**src/design/rv32i_isa_pkg.sv**
```systemverilog
`default_nettype none

package rv32i_isa_pkg;

    // Widths that carry a meaning
    typedef logic [31:0] word_t;
    typedef logic [4:0]  reg_sel_t;
    typedef logic [2:0]  funct3_t;
    typedef logic [6:0]  funct7_t;
    typedef logic [63:0] order_t;

    // Major opcodes of the supported RV32I subset
    typedef enum logic [6:0] {
        op_lui   = 7'b0110111,
        op_auipc = 7'b0010111,
        op_imm   = 7'b0010011,
        op_reg   = 7'b0110011,
        op_load  = 7'b0000011,
        op_store = 7'b0100011,
        op_jal   = 7'b1101111,
        op_jalr  = 7'b1100111,
        op_br    = 7'b1100011
    } opcode_t;

    // Integer function codes that need their own decode
    localparam funct3_t f3_add  = 3'b000;
    localparam funct3_t f3_slt  = 3'b010;
    localparam funct3_t f3_sltu = 3'b011;
    localparam funct3_t f3_sr   = 3'b101;

    // Load widths
    localparam funct3_t f3_lb  = 3'b000;
    localparam funct3_t f3_lh  = 3'b001;
    localparam funct3_t f3_lw  = 3'b010;
    localparam funct3_t f3_lbu = 3'b100;
    localparam funct3_t f3_lhu = 3'b101;

    // Store widths
    localparam funct3_t f3_sb = 3'b000;
    localparam funct3_t f3_sh = 3'b001;
    localparam funct3_t f3_sw = 3'b010;

endpackage

`default_nettype wire

```
**src/design/rv32i_pipe_pkg.sv**
```systemverilog
`default_nettype none

package rv32i_pipe_pkg;

    // Codes match funct3 except for sra and sub
    typedef enum logic [2:0] {
        alu_add = 3'b000,
        alu_sll = 3'b001,
        alu_sra = 3'b010,
        alu_sub = 3'b011,
        alu_xor = 3'b100,
        alu_srl = 3'b101,
        alu_or  = 3'b110,
        alu_and = 3'b111
    } alu_op_t;

    // Comparator code is the branch funct3
    typedef enum logic [2:0] {
        cmp_beq  = 3'b000,
        cmp_bne  = 3'b001,
        cmp_blt  = 3'b100,
        cmp_bge  = 3'b101,
        cmp_bltu = 3'b110,
        cmp_bgeu = 3'b111
    } cmp_op_t;

    typedef enum logic {m1_rs1, m1_pc} alu_m1_sel_t;
    typedef enum logic [1:0] {m2_rs2, m2_imm_i, m2_imm_s, m2_imm_u} alu_m2_sel_t;
    typedef enum logic {cmp_m_rs2, cmp_m_imm_i} cmp_m_sel_t;

    // Write-back sources
    typedef enum logic [3:0] {
        wb_alu, wb_br_en, wb_u_imm, wb_pc_plus4, wb_lb, wb_lh, wb_lw, wb_lbu, wb_lhu
    } regf_m_sel_t;

    typedef enum logic {fwd_regf, fwd_ex} fwd_sel_t;

    typedef struct packed {
        alu_m1_sel_t alu_m1_sel;
        alu_m2_sel_t alu_m2_sel;
        alu_op_t     alu_op;
        cmp_m_sel_t  cmp_m_sel;
        cmp_op_t     cmp_op;
    } ex_signal_t;

    typedef struct packed {
        logic                   mem_read;
        logic                   mem_write;
        rv32i_isa_pkg::funct3_t load_op;
        rv32i_isa_pkg::funct3_t store_op;
    } mem_signal_t;

    typedef struct packed {
        regf_m_sel_t regf_m_sel;
        logic        regf_we;
    } wb_signal_t;

    typedef struct packed {
        rv32i_isa_pkg::word_t  pc;
        rv32i_isa_pkg::word_t  pc_next;
        rv32i_isa_pkg::order_t order;
        logic                  valid;
    } if_id_rec_t;

    typedef struct packed {
        rv32i_isa_pkg::word_t    inst;
        if_id_rec_t              fetch;
        ex_signal_t              ex;
        mem_signal_t             mem;
        wb_signal_t              wb;
        rv32i_isa_pkg::word_t    imm_i;
        rv32i_isa_pkg::word_t    imm_s;
        rv32i_isa_pkg::word_t    imm_b;
        rv32i_isa_pkg::word_t    imm_u;
        rv32i_isa_pkg::word_t    imm_j;
        rv32i_isa_pkg::word_t    rs1_v;
        rv32i_isa_pkg::word_t    rs2_v;
        rv32i_isa_pkg::reg_sel_t rs1_s;
        rv32i_isa_pkg::reg_sel_t rs2_s;
        rv32i_isa_pkg::reg_sel_t rd_s;
    } id_ex_rec_t;

endpackage

`default_nettype wire

```
**src/design/decode_top.sv**
```systemverilog
`timescale 1ns/10ps
`default_nettype none

module decode_top #(
    parameter int NUM_REGS = 32
) (
    input  logic                       clk,
    input  logic                       rst,
    input  rv32i_pipe_pkg::if_id_rec_t i_if_id,
    input  logic                       i_imem_resp,
    input  rv32i_isa_pkg::word_t       i_imem_rdata,
    input  rv32i_isa_pkg::reg_sel_t    i_wb_rd_s,
    input  rv32i_isa_pkg::word_t       i_wb_rd_v,
    input  logic                       i_wb_regf_we,
    input  rv32i_isa_pkg::reg_sel_t    i_ex_rd_s,
    input  rv32i_isa_pkg::word_t       i_ex_rd_v,
    input  logic                       i_ex_regf_we,
    input  logic                       i_flush,
    output rv32i_pipe_pkg::id_ex_rec_t o_id_ex,
    output logic                       o_stall
);

    rv32i_isa_pkg::reg_sel_t  rs1_s;
    rv32i_isa_pkg::reg_sel_t  rs2_s;
    rv32i_isa_pkg::word_t     rs1_v;
    rv32i_isa_pkg::word_t     rs2_v;
    rv32i_pipe_pkg::fwd_sel_t fwd1;
    rv32i_pipe_pkg::fwd_sel_t fwd2;

    id_stage u_id_stage (
        .clk          (clk),
        .rst          (rst),
        .i_if_id      (i_if_id),
        .i_imem_resp  (i_imem_resp),
        .i_imem_rdata (i_imem_rdata),
        .i_stall      (o_stall),
        .i_flush      (i_flush),
        .i_fwd1       (fwd1),
        .i_fwd2       (fwd2),
        .i_ex_rd_v    (i_ex_rd_v),
        .i_rs1_v      (rs1_v),
        .i_rs2_v      (rs2_v),
        .o_rs1_s      (rs1_s),
        .o_rs2_s      (rs2_s),
        .o_id_ex      (o_id_ex)
    );

    regfile #(
        .NUM_REGS (NUM_REGS)
    ) u_regfile (
        .clk     (clk),
        .rst     (rst),
        .i_we    (i_wb_regf_we),
        .i_rd_s  (i_wb_rd_s),
        .i_rd_v  (i_wb_rd_v),
        .i_rs1_s (rs1_s),
        .i_rs2_s (rs2_s),
        .o_rs1_v (rs1_v),
        .o_rs2_v (rs2_v)
    );

    // Load-use check looks at the record now in ID/EX
    hazard_unit u_hazard_unit (
        .clk              (clk),
        .rst              (rst),
        .i_rs1_s          (rs1_s),
        .i_rs2_s          (rs2_s),
        .i_id_ex_rd_s     (o_id_ex.rd_s),
        .i_id_ex_mem_read (o_id_ex.mem.mem_read),
        .i_ex_rd_s        (i_ex_rd_s),
        .i_ex_regf_we     (i_ex_regf_we),
        .o_fwd1           (fwd1),
        .o_fwd2           (fwd2),
        .o_stall          (o_stall)
    );

endmodule

`default_nettype wire

```
**src/design/hazard_unit.sv**
```systemverilog
`timescale 1ns/10ps
`default_nettype none

module hazard_unit (
    input  logic                     clk,
    input  logic                     rst,
    input  rv32i_isa_pkg::reg_sel_t  i_rs1_s,
    input  rv32i_isa_pkg::reg_sel_t  i_rs2_s,
    input  rv32i_isa_pkg::reg_sel_t  i_id_ex_rd_s,
    input  logic                     i_id_ex_mem_read,
    input  rv32i_isa_pkg::reg_sel_t  i_ex_rd_s,
    input  logic                     i_ex_regf_we,
    output rv32i_pipe_pkg::fwd_sel_t o_fwd1,
    output rv32i_pipe_pkg::fwd_sel_t o_fwd2,
    output logic                     o_stall
);

    logic load_use;
    logic stall_q;
    logic ex_writes;

    // Load in ID/EX whose result the decoded instruction needs
    assign load_use = i_id_ex_mem_read && (i_id_ex_rd_s != '0)
                      && ((i_id_ex_rd_s == i_rs1_s) || (i_id_ex_rd_s == i_rs2_s));

    // One cycle only, the replay that follows must go through
    assign o_stall = load_use && !stall_q;

    always_ff @(posedge clk) begin
        if (rst) begin
            stall_q <= 1'b0;
        end else begin
            stall_q <= o_stall;
        end
    end

    assign ex_writes = i_ex_regf_we && (i_ex_rd_s != '0);

    always_comb begin
        o_fwd1 = rv32i_pipe_pkg::fwd_regf;
        o_fwd2 = rv32i_pipe_pkg::fwd_regf;
        if (ex_writes && (i_ex_rd_s == i_rs1_s)) begin
            o_fwd1 = rv32i_pipe_pkg::fwd_ex;
        end
        if (ex_writes && (i_ex_rd_s == i_rs2_s)) begin
            o_fwd2 = rv32i_pipe_pkg::fwd_ex;
        end
    end

endmodule

`default_nettype wire

```
**src/design/id_stage.sv**
```systemverilog
`timescale 1ns/10ps
`default_nettype none

module id_stage (
    input  logic                       clk,
    input  logic                       rst,
    input  rv32i_pipe_pkg::if_id_rec_t i_if_id,
    input  logic                       i_imem_resp,
    input  rv32i_isa_pkg::word_t       i_imem_rdata,
    input  logic                       i_stall,
    input  logic                       i_flush,
    input  rv32i_pipe_pkg::fwd_sel_t   i_fwd1,
    input  rv32i_pipe_pkg::fwd_sel_t   i_fwd2,
    input  rv32i_isa_pkg::word_t       i_ex_rd_v,
    input  rv32i_isa_pkg::word_t       i_rs1_v,
    input  rv32i_isa_pkg::word_t       i_rs2_v,
    output rv32i_isa_pkg::reg_sel_t    o_rs1_s,
    output rv32i_isa_pkg::reg_sel_t    o_rs2_s,
    output rv32i_pipe_pkg::id_ex_rec_t o_id_ex
);

    rv32i_isa_pkg::word_t        held_word;
    rv32i_pipe_pkg::if_id_rec_t  held_fetch;
    logic                        replay_q;

    logic                        cur_valid;
    rv32i_isa_pkg::word_t        cur_word;
    rv32i_pipe_pkg::if_id_rec_t  cur_fetch;

    rv32i_isa_pkg::opcode_t      opcode;
    rv32i_isa_pkg::funct3_t      funct3;
    rv32i_isa_pkg::funct7_t      funct7;
    rv32i_isa_pkg::reg_sel_t     rd_s;
    rv32i_isa_pkg::word_t        imm_i;
    rv32i_isa_pkg::word_t        imm_s;
    rv32i_isa_pkg::word_t        imm_b;
    rv32i_isa_pkg::word_t        imm_u;
    rv32i_isa_pkg::word_t        imm_j;
    rv32i_isa_pkg::word_t        rs1_v;
    rv32i_isa_pkg::word_t        rs2_v;

    rv32i_pipe_pkg::ex_signal_t  ex_sig;
    rv32i_pipe_pkg::mem_signal_t mem_sig;
    rv32i_pipe_pkg::wb_signal_t  wb_sig;

    // Replay the held word in the cycle after a stall, unless flushed
    always_ff @(posedge clk) begin
        if (rst) begin
            replay_q <= 1'b0;
        end else begin
            replay_q <= i_stall && !i_flush;
        end
    end

    always_ff @(posedge clk) begin
        if (i_imem_resp && !replay_q) begin
            held_word  <= i_imem_rdata;
            held_fetch <= i_if_id;
        end
    end

    // Replay wins over a new strobe, idle decodes as all zero
    assign cur_valid = replay_q || i_imem_resp;
    assign cur_word  = replay_q ? held_word : (i_imem_resp ? i_imem_rdata : '0);
    assign cur_fetch = replay_q ? held_fetch : (i_imem_resp ? i_if_id : '0);

    assign opcode  = rv32i_isa_pkg::opcode_t'(cur_word[6:0]);
    assign funct3  = cur_word[14:12];
    assign funct7  = cur_word[31:25];
    assign rd_s    = cur_word[11:7];
    assign o_rs1_s = cur_word[19:15];
    assign o_rs2_s = cur_word[24:20];

    assign imm_i = {{21{cur_word[31]}}, cur_word[30:20]};
    assign imm_s = {{21{cur_word[31]}}, cur_word[30:25], cur_word[11:7]};
    assign imm_b = {{20{cur_word[31]}}, cur_word[7], cur_word[30:25], cur_word[11:8], 1'b0};
    assign imm_u = {cur_word[31:12], 12'h000};
    assign imm_j = {{12{cur_word[31]}}, cur_word[19:12], cur_word[20], cur_word[30:21], 1'b0};

    assign rs1_v = (i_fwd1 == rv32i_pipe_pkg::fwd_ex) ? i_ex_rd_v : i_rs1_v;
    assign rs2_v = (i_fwd2 == rv32i_pipe_pkg::fwd_ex) ? i_ex_rd_v : i_rs2_v;

    always_comb begin
        // Zero defaults mean rs1, rs2, add and the ALU result
        ex_sig  = '0;
        mem_sig = '0;
        wb_sig  = '0;
        case (opcode)
            rv32i_isa_pkg::op_lui: begin
                wb_sig.regf_m_sel = rv32i_pipe_pkg::wb_u_imm;
                wb_sig.regf_we    = 1'b1;
            end
            rv32i_isa_pkg::op_auipc: begin
                ex_sig.alu_m1_sel = rv32i_pipe_pkg::m1_pc;
                ex_sig.alu_m2_sel = rv32i_pipe_pkg::m2_imm_u;
                wb_sig.regf_we    = 1'b1;
            end
            rv32i_isa_pkg::op_imm, rv32i_isa_pkg::op_reg: begin
                wb_sig.regf_we = 1'b1;
                if (opcode == rv32i_isa_pkg::op_imm) begin
                    ex_sig.alu_m2_sel = rv32i_pipe_pkg::m2_imm_i;
                    ex_sig.cmp_m_sel  = rv32i_pipe_pkg::cmp_m_imm_i;
                end
                case (funct3)
                    // slt and sltu go through the comparator
                    rv32i_isa_pkg::f3_slt: begin
                        ex_sig.cmp_op     = rv32i_pipe_pkg::cmp_blt;
                        wb_sig.regf_m_sel = rv32i_pipe_pkg::wb_br_en;
                    end
                    rv32i_isa_pkg::f3_sltu: begin
                        ex_sig.cmp_op     = rv32i_pipe_pkg::cmp_bltu;
                        wb_sig.regf_m_sel = rv32i_pipe_pkg::wb_br_en;
                    end
                    rv32i_isa_pkg::f3_sr: begin
                        ex_sig.alu_op = funct7[5] ? rv32i_pipe_pkg::alu_sra
                                                  : rv32i_pipe_pkg::alu_srl;
                    end
                    rv32i_isa_pkg::f3_add: begin
                        // Only the register form has sub
                        if ((opcode == rv32i_isa_pkg::op_reg) && funct7[5]) begin
                            ex_sig.alu_op = rv32i_pipe_pkg::alu_sub;
                        end
                    end
                    default: begin
                        ex_sig.alu_op = rv32i_pipe_pkg::alu_op_t'(funct3);
                    end
                endcase
            end
            rv32i_isa_pkg::op_load: begin
                ex_sig.alu_m2_sel = rv32i_pipe_pkg::m2_imm_i;
                mem_sig.mem_read  = 1'b1;
                mem_sig.load_op   = funct3;
                wb_sig.regf_we    = 1'b1;
                case (funct3)
                    rv32i_isa_pkg::f3_lb:  wb_sig.regf_m_sel = rv32i_pipe_pkg::wb_lb;
                    rv32i_isa_pkg::f3_lh:  wb_sig.regf_m_sel = rv32i_pipe_pkg::wb_lh;
                    rv32i_isa_pkg::f3_lw:  wb_sig.regf_m_sel = rv32i_pipe_pkg::wb_lw;
                    rv32i_isa_pkg::f3_lbu: wb_sig.regf_m_sel = rv32i_pipe_pkg::wb_lbu;
                    rv32i_isa_pkg::f3_lhu: wb_sig.regf_m_sel = rv32i_pipe_pkg::wb_lhu;
                    default:               wb_sig.regf_m_sel = rv32i_pipe_pkg::wb_alu;
                endcase
            end
            rv32i_isa_pkg::op_store: begin
                ex_sig.alu_m2_sel = rv32i_pipe_pkg::m2_imm_s;
                mem_sig.store_op  = funct3;
                // Byte, half and word stores only
                mem_sig.mem_write = (funct3 == rv32i_isa_pkg::f3_sb)
                                    || (funct3 == rv32i_isa_pkg::f3_sh)
                                    || (funct3 == rv32i_isa_pkg::f3_sw);
            end
            rv32i_isa_pkg::op_jal, rv32i_isa_pkg::op_jalr: begin
                wb_sig.regf_m_sel = rv32i_pipe_pkg::wb_pc_plus4;
                wb_sig.regf_we    = 1'b1;
            end
            rv32i_isa_pkg::op_br: begin
                ex_sig.cmp_op = rv32i_pipe_pkg::cmp_op_t'(funct3);
            end
            default: begin
            end
        endcase
    end

    // ID/EX register, a bubble on stall, flush or an idle cycle
    always_ff @(posedge clk) begin
        if (rst) begin
            o_id_ex <= '0;
        end else if (i_stall || i_flush || !cur_valid) begin
            o_id_ex <= '0;
        end else begin
            o_id_ex.inst  <= cur_word;
            o_id_ex.fetch <= cur_fetch;
            o_id_ex.ex    <= ex_sig;
            o_id_ex.mem   <= mem_sig;
            o_id_ex.wb    <= wb_sig;
            o_id_ex.imm_i <= imm_i;
            o_id_ex.imm_s <= imm_s;
            o_id_ex.imm_b <= imm_b;
            o_id_ex.imm_u <= imm_u;
            o_id_ex.imm_j <= imm_j;
            o_id_ex.rs1_v <= rs1_v;
            o_id_ex.rs2_v <= rs2_v;
            o_id_ex.rs1_s <= o_rs1_s;
            o_id_ex.rs2_s <= o_rs2_s;
            o_id_ex.rd_s  <= rd_s;
        end
    end

endmodule

`default_nettype wire

```
**src/design/regfile.sv**
```systemverilog
`timescale 1ns/10ps
`default_nettype none

module regfile #(
    parameter int NUM_REGS = 32
) (
    input  logic                    clk,
    input  logic                    rst,
    input  logic                    i_we,
    input  rv32i_isa_pkg::reg_sel_t i_rd_s,
    input  rv32i_isa_pkg::word_t    i_rd_v,
    input  rv32i_isa_pkg::reg_sel_t i_rs1_s,
    input  rv32i_isa_pkg::reg_sel_t i_rs2_s,
    output rv32i_isa_pkg::word_t    o_rs1_v,
    output rv32i_isa_pkg::word_t    o_rs2_v
);

    rv32i_isa_pkg::word_t regs [NUM_REGS];
    logic                 wr_en;

    // x0 and indices past the file are never written
    assign wr_en = i_we && (i_rd_s != '0) && (int'(i_rd_s) < NUM_REGS);

    always_ff @(posedge clk) begin
        if (rst) begin
            for (int i = 0; i < NUM_REGS; i++) begin
                regs[i] <= '0;
            end
        end else if (wr_en) begin
            regs[i_rd_s] <= i_rd_v;
        end
    end

    // Same-cycle write is seen by the read
    function automatic rv32i_isa_pkg::word_t read_port(input rv32i_isa_pkg::reg_sel_t sel);
        rv32i_isa_pkg::word_t val;
        val = '0;
        if (wr_en && (sel == i_rd_s)) begin
            val = i_rd_v;
        end else if (int'(sel) < NUM_REGS) begin
            val = regs[sel];
        end
        return val;
    endfunction

    always_comb begin
        o_rs1_v = read_port(i_rs1_s);
        o_rs2_v = read_port(i_rs2_s);
    end

endmodule

`default_nettype wire

```
**config.mk**
```make
export PLATFORM = sky130hd
export DESIGN_NAME = decode_top
export DESIGN_NICKNAME = d
export VERILOG_FILES = /design/src/design/rv32i_isa_pkg.sv /design/src/design/rv32i_pipe_pkg.sv /design/src/design/decode_top.sv /design/src/design/hazard_unit.sv /design/src/design/id_stage.sv /design/src/design/regfile.sv
export SDC_FILE = /design/constraint.sdc
export NUM_CORES = 2
export LEC_CHECK = 0
export ABC_AREA = 1
export BUFFER_PORTS_ARGS = -buffer_cell sky130_fd_sc_hd__buf_4
export CAP_MARGIN = 20
export CELL_PAD_IN_SITES_DETAIL_PLACEMENT = 0
export CELL_PAD_IN_SITES_GLOBAL_PLACEMENT = 2
export CORE_MARGIN = 5
export CORE_UTILIZATION = 36
export DETAILED_ROUTE_END_ITERATION = 16
export PLACE_DENSITY = 0.88
export SLEW_MARGIN = 5
export SYNTH_ARGS = -nofsm -noshare
export SYNTH_HDL_FRONTEND = slang
export SYNTH_HIERARCHICAL = 1
export SYNTH_SLANG_ARGS = --single-unit
```
**constraint.sdc**
```tcl
create_clock -name clk -period 7.8 [get_ports clk]
set_input_delay 0.39 -clock clk [delete_from_list [all_inputs] [get_ports clk]]
set_output_delay 0.39 -clock clk [all_outputs]
set_load 0.005 [all_outputs]
```
==> results.md <==
- Outcome: finished clean
- Total CTS buffers: around 160
- Period utilization: 0.687
- Clk Latency, worst-skew pair: 0.83 ns
- Max-slew violations: 0
- Layout cells sized above 1: 0.123
- Max-Cap Viols: 0
- CTS tree: yes
- Synth Register Bits: between 1,000 and 1,500
- # H-tree levels: 4
- Switching Power: about 5.3 mW
- Worst setup startpoint: u_id_stage/replay_q$_SDFF_PP0_
- Crit Path Max Fanout: 66
- Clock Path Buffers: 3
- Yosys cell types: 35
- IO buf count: 650
- Die H: 457 um
- Leak Pwr: roughly 36 nW
- Max VDD drop: approximately 0.24 mV
- Final setup viols: 0
- Worst min-delay path class: input pin to flop
- CP max stage cell: inv_2
- Antenna-violating nets left: 0
- Setup ws final: 2.44 ns
- R2r startpoint: u_id_stage/replay_q$_SDFF_PP0_
- DRC: 0
- Flop pwr share: 0.469
- Clock transition at path regs: ~0.060 ns
- Detailed Routing Iterations Pass 1: 8
- Dpl ws: a little under 3 ns
- Startpoint Class: flop
- Layout Area Growth over Synthesis: 19.3%
- Cell-internal power: 13.7 mW
- # rows: roughly 160
- Initial antenna violation count: 19
- Crit path cell chain: nor2_4 -> buf_4 -> a22oi_1 -> clkinv_2 -> buf_4 -> xor2_1 -> nor3_1 -> nand2_2 -> inv_2 -> nand2_1 -> nand2_1 -> nand2_1 -> a21oi_1 -> dlygate4sd3_1
- RSZ-0062 raised after global routing: no
- Comb pwr share: 0.127
- Initial cell density of the core: 0.361
- CP Class: flop to flop
- Clock Sinks: roughly 1,400
- Layout Nets: between 9,000 and 10,000
- Clock share of power: 0.405
- Mapped Cells: 8,665
- Switching power share of the total: 0.277
- Post-DP HPWL: about 170,000 um
- Root Driver: clkbuf_16
- Placer Congestion: roughly 0.85
- Die ar.: about 0.21 mm2
- Routed WL: 322,000 um
- Number of top-level pins: between 600 and 700
- Crit end category: flop
- Post-route setup TNS: 0 ns
- Total grt overflow: 0
- Worst-Margin Slew: ~1.3 ns
- Most used cell, CP: nand2_1
- Slowest stage delay, CP: between 1 and 1.5 ns
- Final Hold Viols: 0
- Drt wl/cell: about 27 um
- Vias in the first global route: ~63,000
- Crit path DAT: between 6 and 7 ns
- CTS resizes: 0
- Horiz. Die Dim: 457 um
- First DRT Iteration DRCs: roughly 9,000
- Yosys warns: 6
- Min cycle time layout: 5.36 ns
- Synthesized cell area: 0.0719 mm2
- Hold Crit Start: i_wb_rd_v[15]
- Most frequent cells in the layout: 2,889 x nand2_1, 1,752 x nand3_1, 1,195 x nor2_1
- Vias: approximately 66,000
- Leading cell type in the layout, fill and taps excluded: nand2_1
- Routed vias/inst: 5.63
- Worst EP required: 8.54 ns
- Clk_skew: 0.0642 ns
- Syn_area_per_cell: about 8.3 um2
- Register area share after synthesis: 0.565
- PD cells: 222 mW/mm2
- Slew headroom: 0.157
- Core area: 0.199 mm2
- Tot GR Track Use: 0.294
- Fmax: around 190 MHz
- First-pass GRT wire length: 454,000 um
- Largest net degree at the start of global routing: roughly 160
## power groups by stage
| stage | Sequential (mW) | Combinational [mW] | Clock (mW) |
|---|---|---|---|
| 6_report | 8.90 | 2.41 | 7.69 |
| 3_5_place_dp | 9.05 | 2.21 | 0 |
| 2_1_floorplan | 9.00 | 1.29 | 0 |
| 3_3_place_gp | 9.04 | 2.19 | 0 |
| 4_1_cts | 8.89 | 2.33 | 7.78 |
| 5_1_grt | 8.94 | 2.56 | 8.12 |
## through the flow
stage          hold WS [ns]  area, um2  instances  total power [mW]  utilization
2_1_floorplan         0.457      72000       8709              10.3            -
3_3_place_gp          0.482      77200      11200              11.2        0.387
3_5_place_dp          0.488      77400      11200              11.3        0.388
4_1_cts            0.000133      85300      11800              19.0        0.428
5_1_grt              0.0198      85700      11800              19.6        0.430
6_report             0.0324      85700      11800              19.0        0.430
## worst max-delay path: cells and delay by family, from the launching register on
| kind | cells | cell delay, ns |
|---|---|---|
| buffers and inverters | 5 | 2.98 |
| AO/OA/AOI/OAI | 2 | 0.40 |
| flip-flops | 1 | 0.39 |
| AND/OR/NAND/NOR | 6 | 1.22 |
| XOR/XNOR | 1 | 0.14 |
## metal layers
layer  GRT usage  up-vias  routed length (um)
met3      0.0695      912               36000
met5           0        -                  27
li1            -    29200                   -
met2       0.455     4323              144000
met1       0.388    32000              124000
met4       0.143        4               17600
## path summary, 6_finish.rpt
check	endpoint	slack, ns	cells past startpoint
min reg2reg	u_id_stage/o_id_ex[386]$_SDFF_PP0_	0.50	2
max	u_id_stage/o_id_ex[61]$_SDFF_PP0_	2.44	14
max reg2reg	u_id_stage/o_id_ex[61]$_SDFF_PP0_	2.44	14
min	u_id_stage/o_id_ex[30]$_SDFF_PP0_	0.03	5
## cell families after synthesis
group / count (synthesis) / share of synthesized area
AND/OR/NAND/NOR: 5938 / 0.343
flip-flops: 1435 / 0.565
AO/OA/AOI/OAI: 234 / 0.0221
buffers and inverters: 1040 / 0.0682
other: 2 / 0.000105
XOR/XNOR: 16 / 0.00195
## synth_stat cells
| cell | n | area, um2 |
|---|---|---|
| o21ai_1 | 2 | 10.0 |
| o21ai_0 | 4 | 20.0 |
| buf_8 | 1 | 15.0 |
| nand2_2 | 5 | 31.3 |
| nand3_1 | 1752 | 8770 |
| nand4_1 | 6 | 37.5 |
| nand3b_1 | 1 | 7.51 |
| nor3_1 | 14 | 70.1 |
| buf_6 | 2 | 22.5 |
| nand4_2 | 1 | 12.5 |
| buf_4 | 187 | 1400 |
| buf_1 | 67 | 251 |
| nand3_2 | 2 | 20.0 |
| inv_2 | 14 | 52.6 |
| edfxtp_1 | 1185 | 35600 |
| nor3b_2 | 1 | 12.5 |
| inv_1 | 123 | 462 |
| dfxtp_1 | 250 | 5000 |
| xnor2_1 | 10 | 87.6 |
| nor2_4 | 4 | 45.0 |
| nor3_2 | 1 | 10.0 |
| clkbuf_1 | 432 | 1620 |
| nand2_1 | 2950 | 11100 |
| o211ai_1 | 2 | 15.0 |
| nor2_2 | 4 | 25.0 |
| nor2_8 | 1 | 20.0 |
| xor2_1 | 6 | 52.6 |
| nor3b_1 | 1 | 7.51 |
| a22oi_1 | 151 | 1130 |
| conb_1 | 2 | 7.51 |
| a21oi_1 | 70 | 350 |
| o21ai_4 | 2 | 32.5 |
| buf_2 | 214 | 1070 |
| nor2_1 | 1195 | 4490 |
| o21ai_2 | 3 | 26.3 |
## repair_timing
action                                  in CTS  in global routing
endpoints found under the hold margin      383                  0
endpoints found under the setup margin       0                  0
setup buffers                                0                  0
hold buffers                               257                  0
## registers in the layout, summed over array words and instances, names as in the netlist
register               flops
u_id_stage/held_fetch    129
u_id_stage/replay_q        1
u_regfile/regs          1024
u_hazard_unit/stall_q      1
u_id_stage/o_id_ex       248
u_id_stage/held_word      32
## cell type report
| type | count | area [um2] |
|---|---|---|
| Tap cell | 2656 | 3320 |
| Sequential cell | 1435 | 40600 |
| Multi-Input combinational cell | 6234 | 26900 |
| Clock buffer | 227 | 4440 |
| Inverter | 137 | 599 |
| Timing Repair Buffer | 1025 | 8920 |
| Antenna cell | 12 | 30.0 |
| Clock inverter | 72 | 867 |
| Fill cell | 19400 | 114000 |
Note: power is estimated with default switching activity, not from simulation.
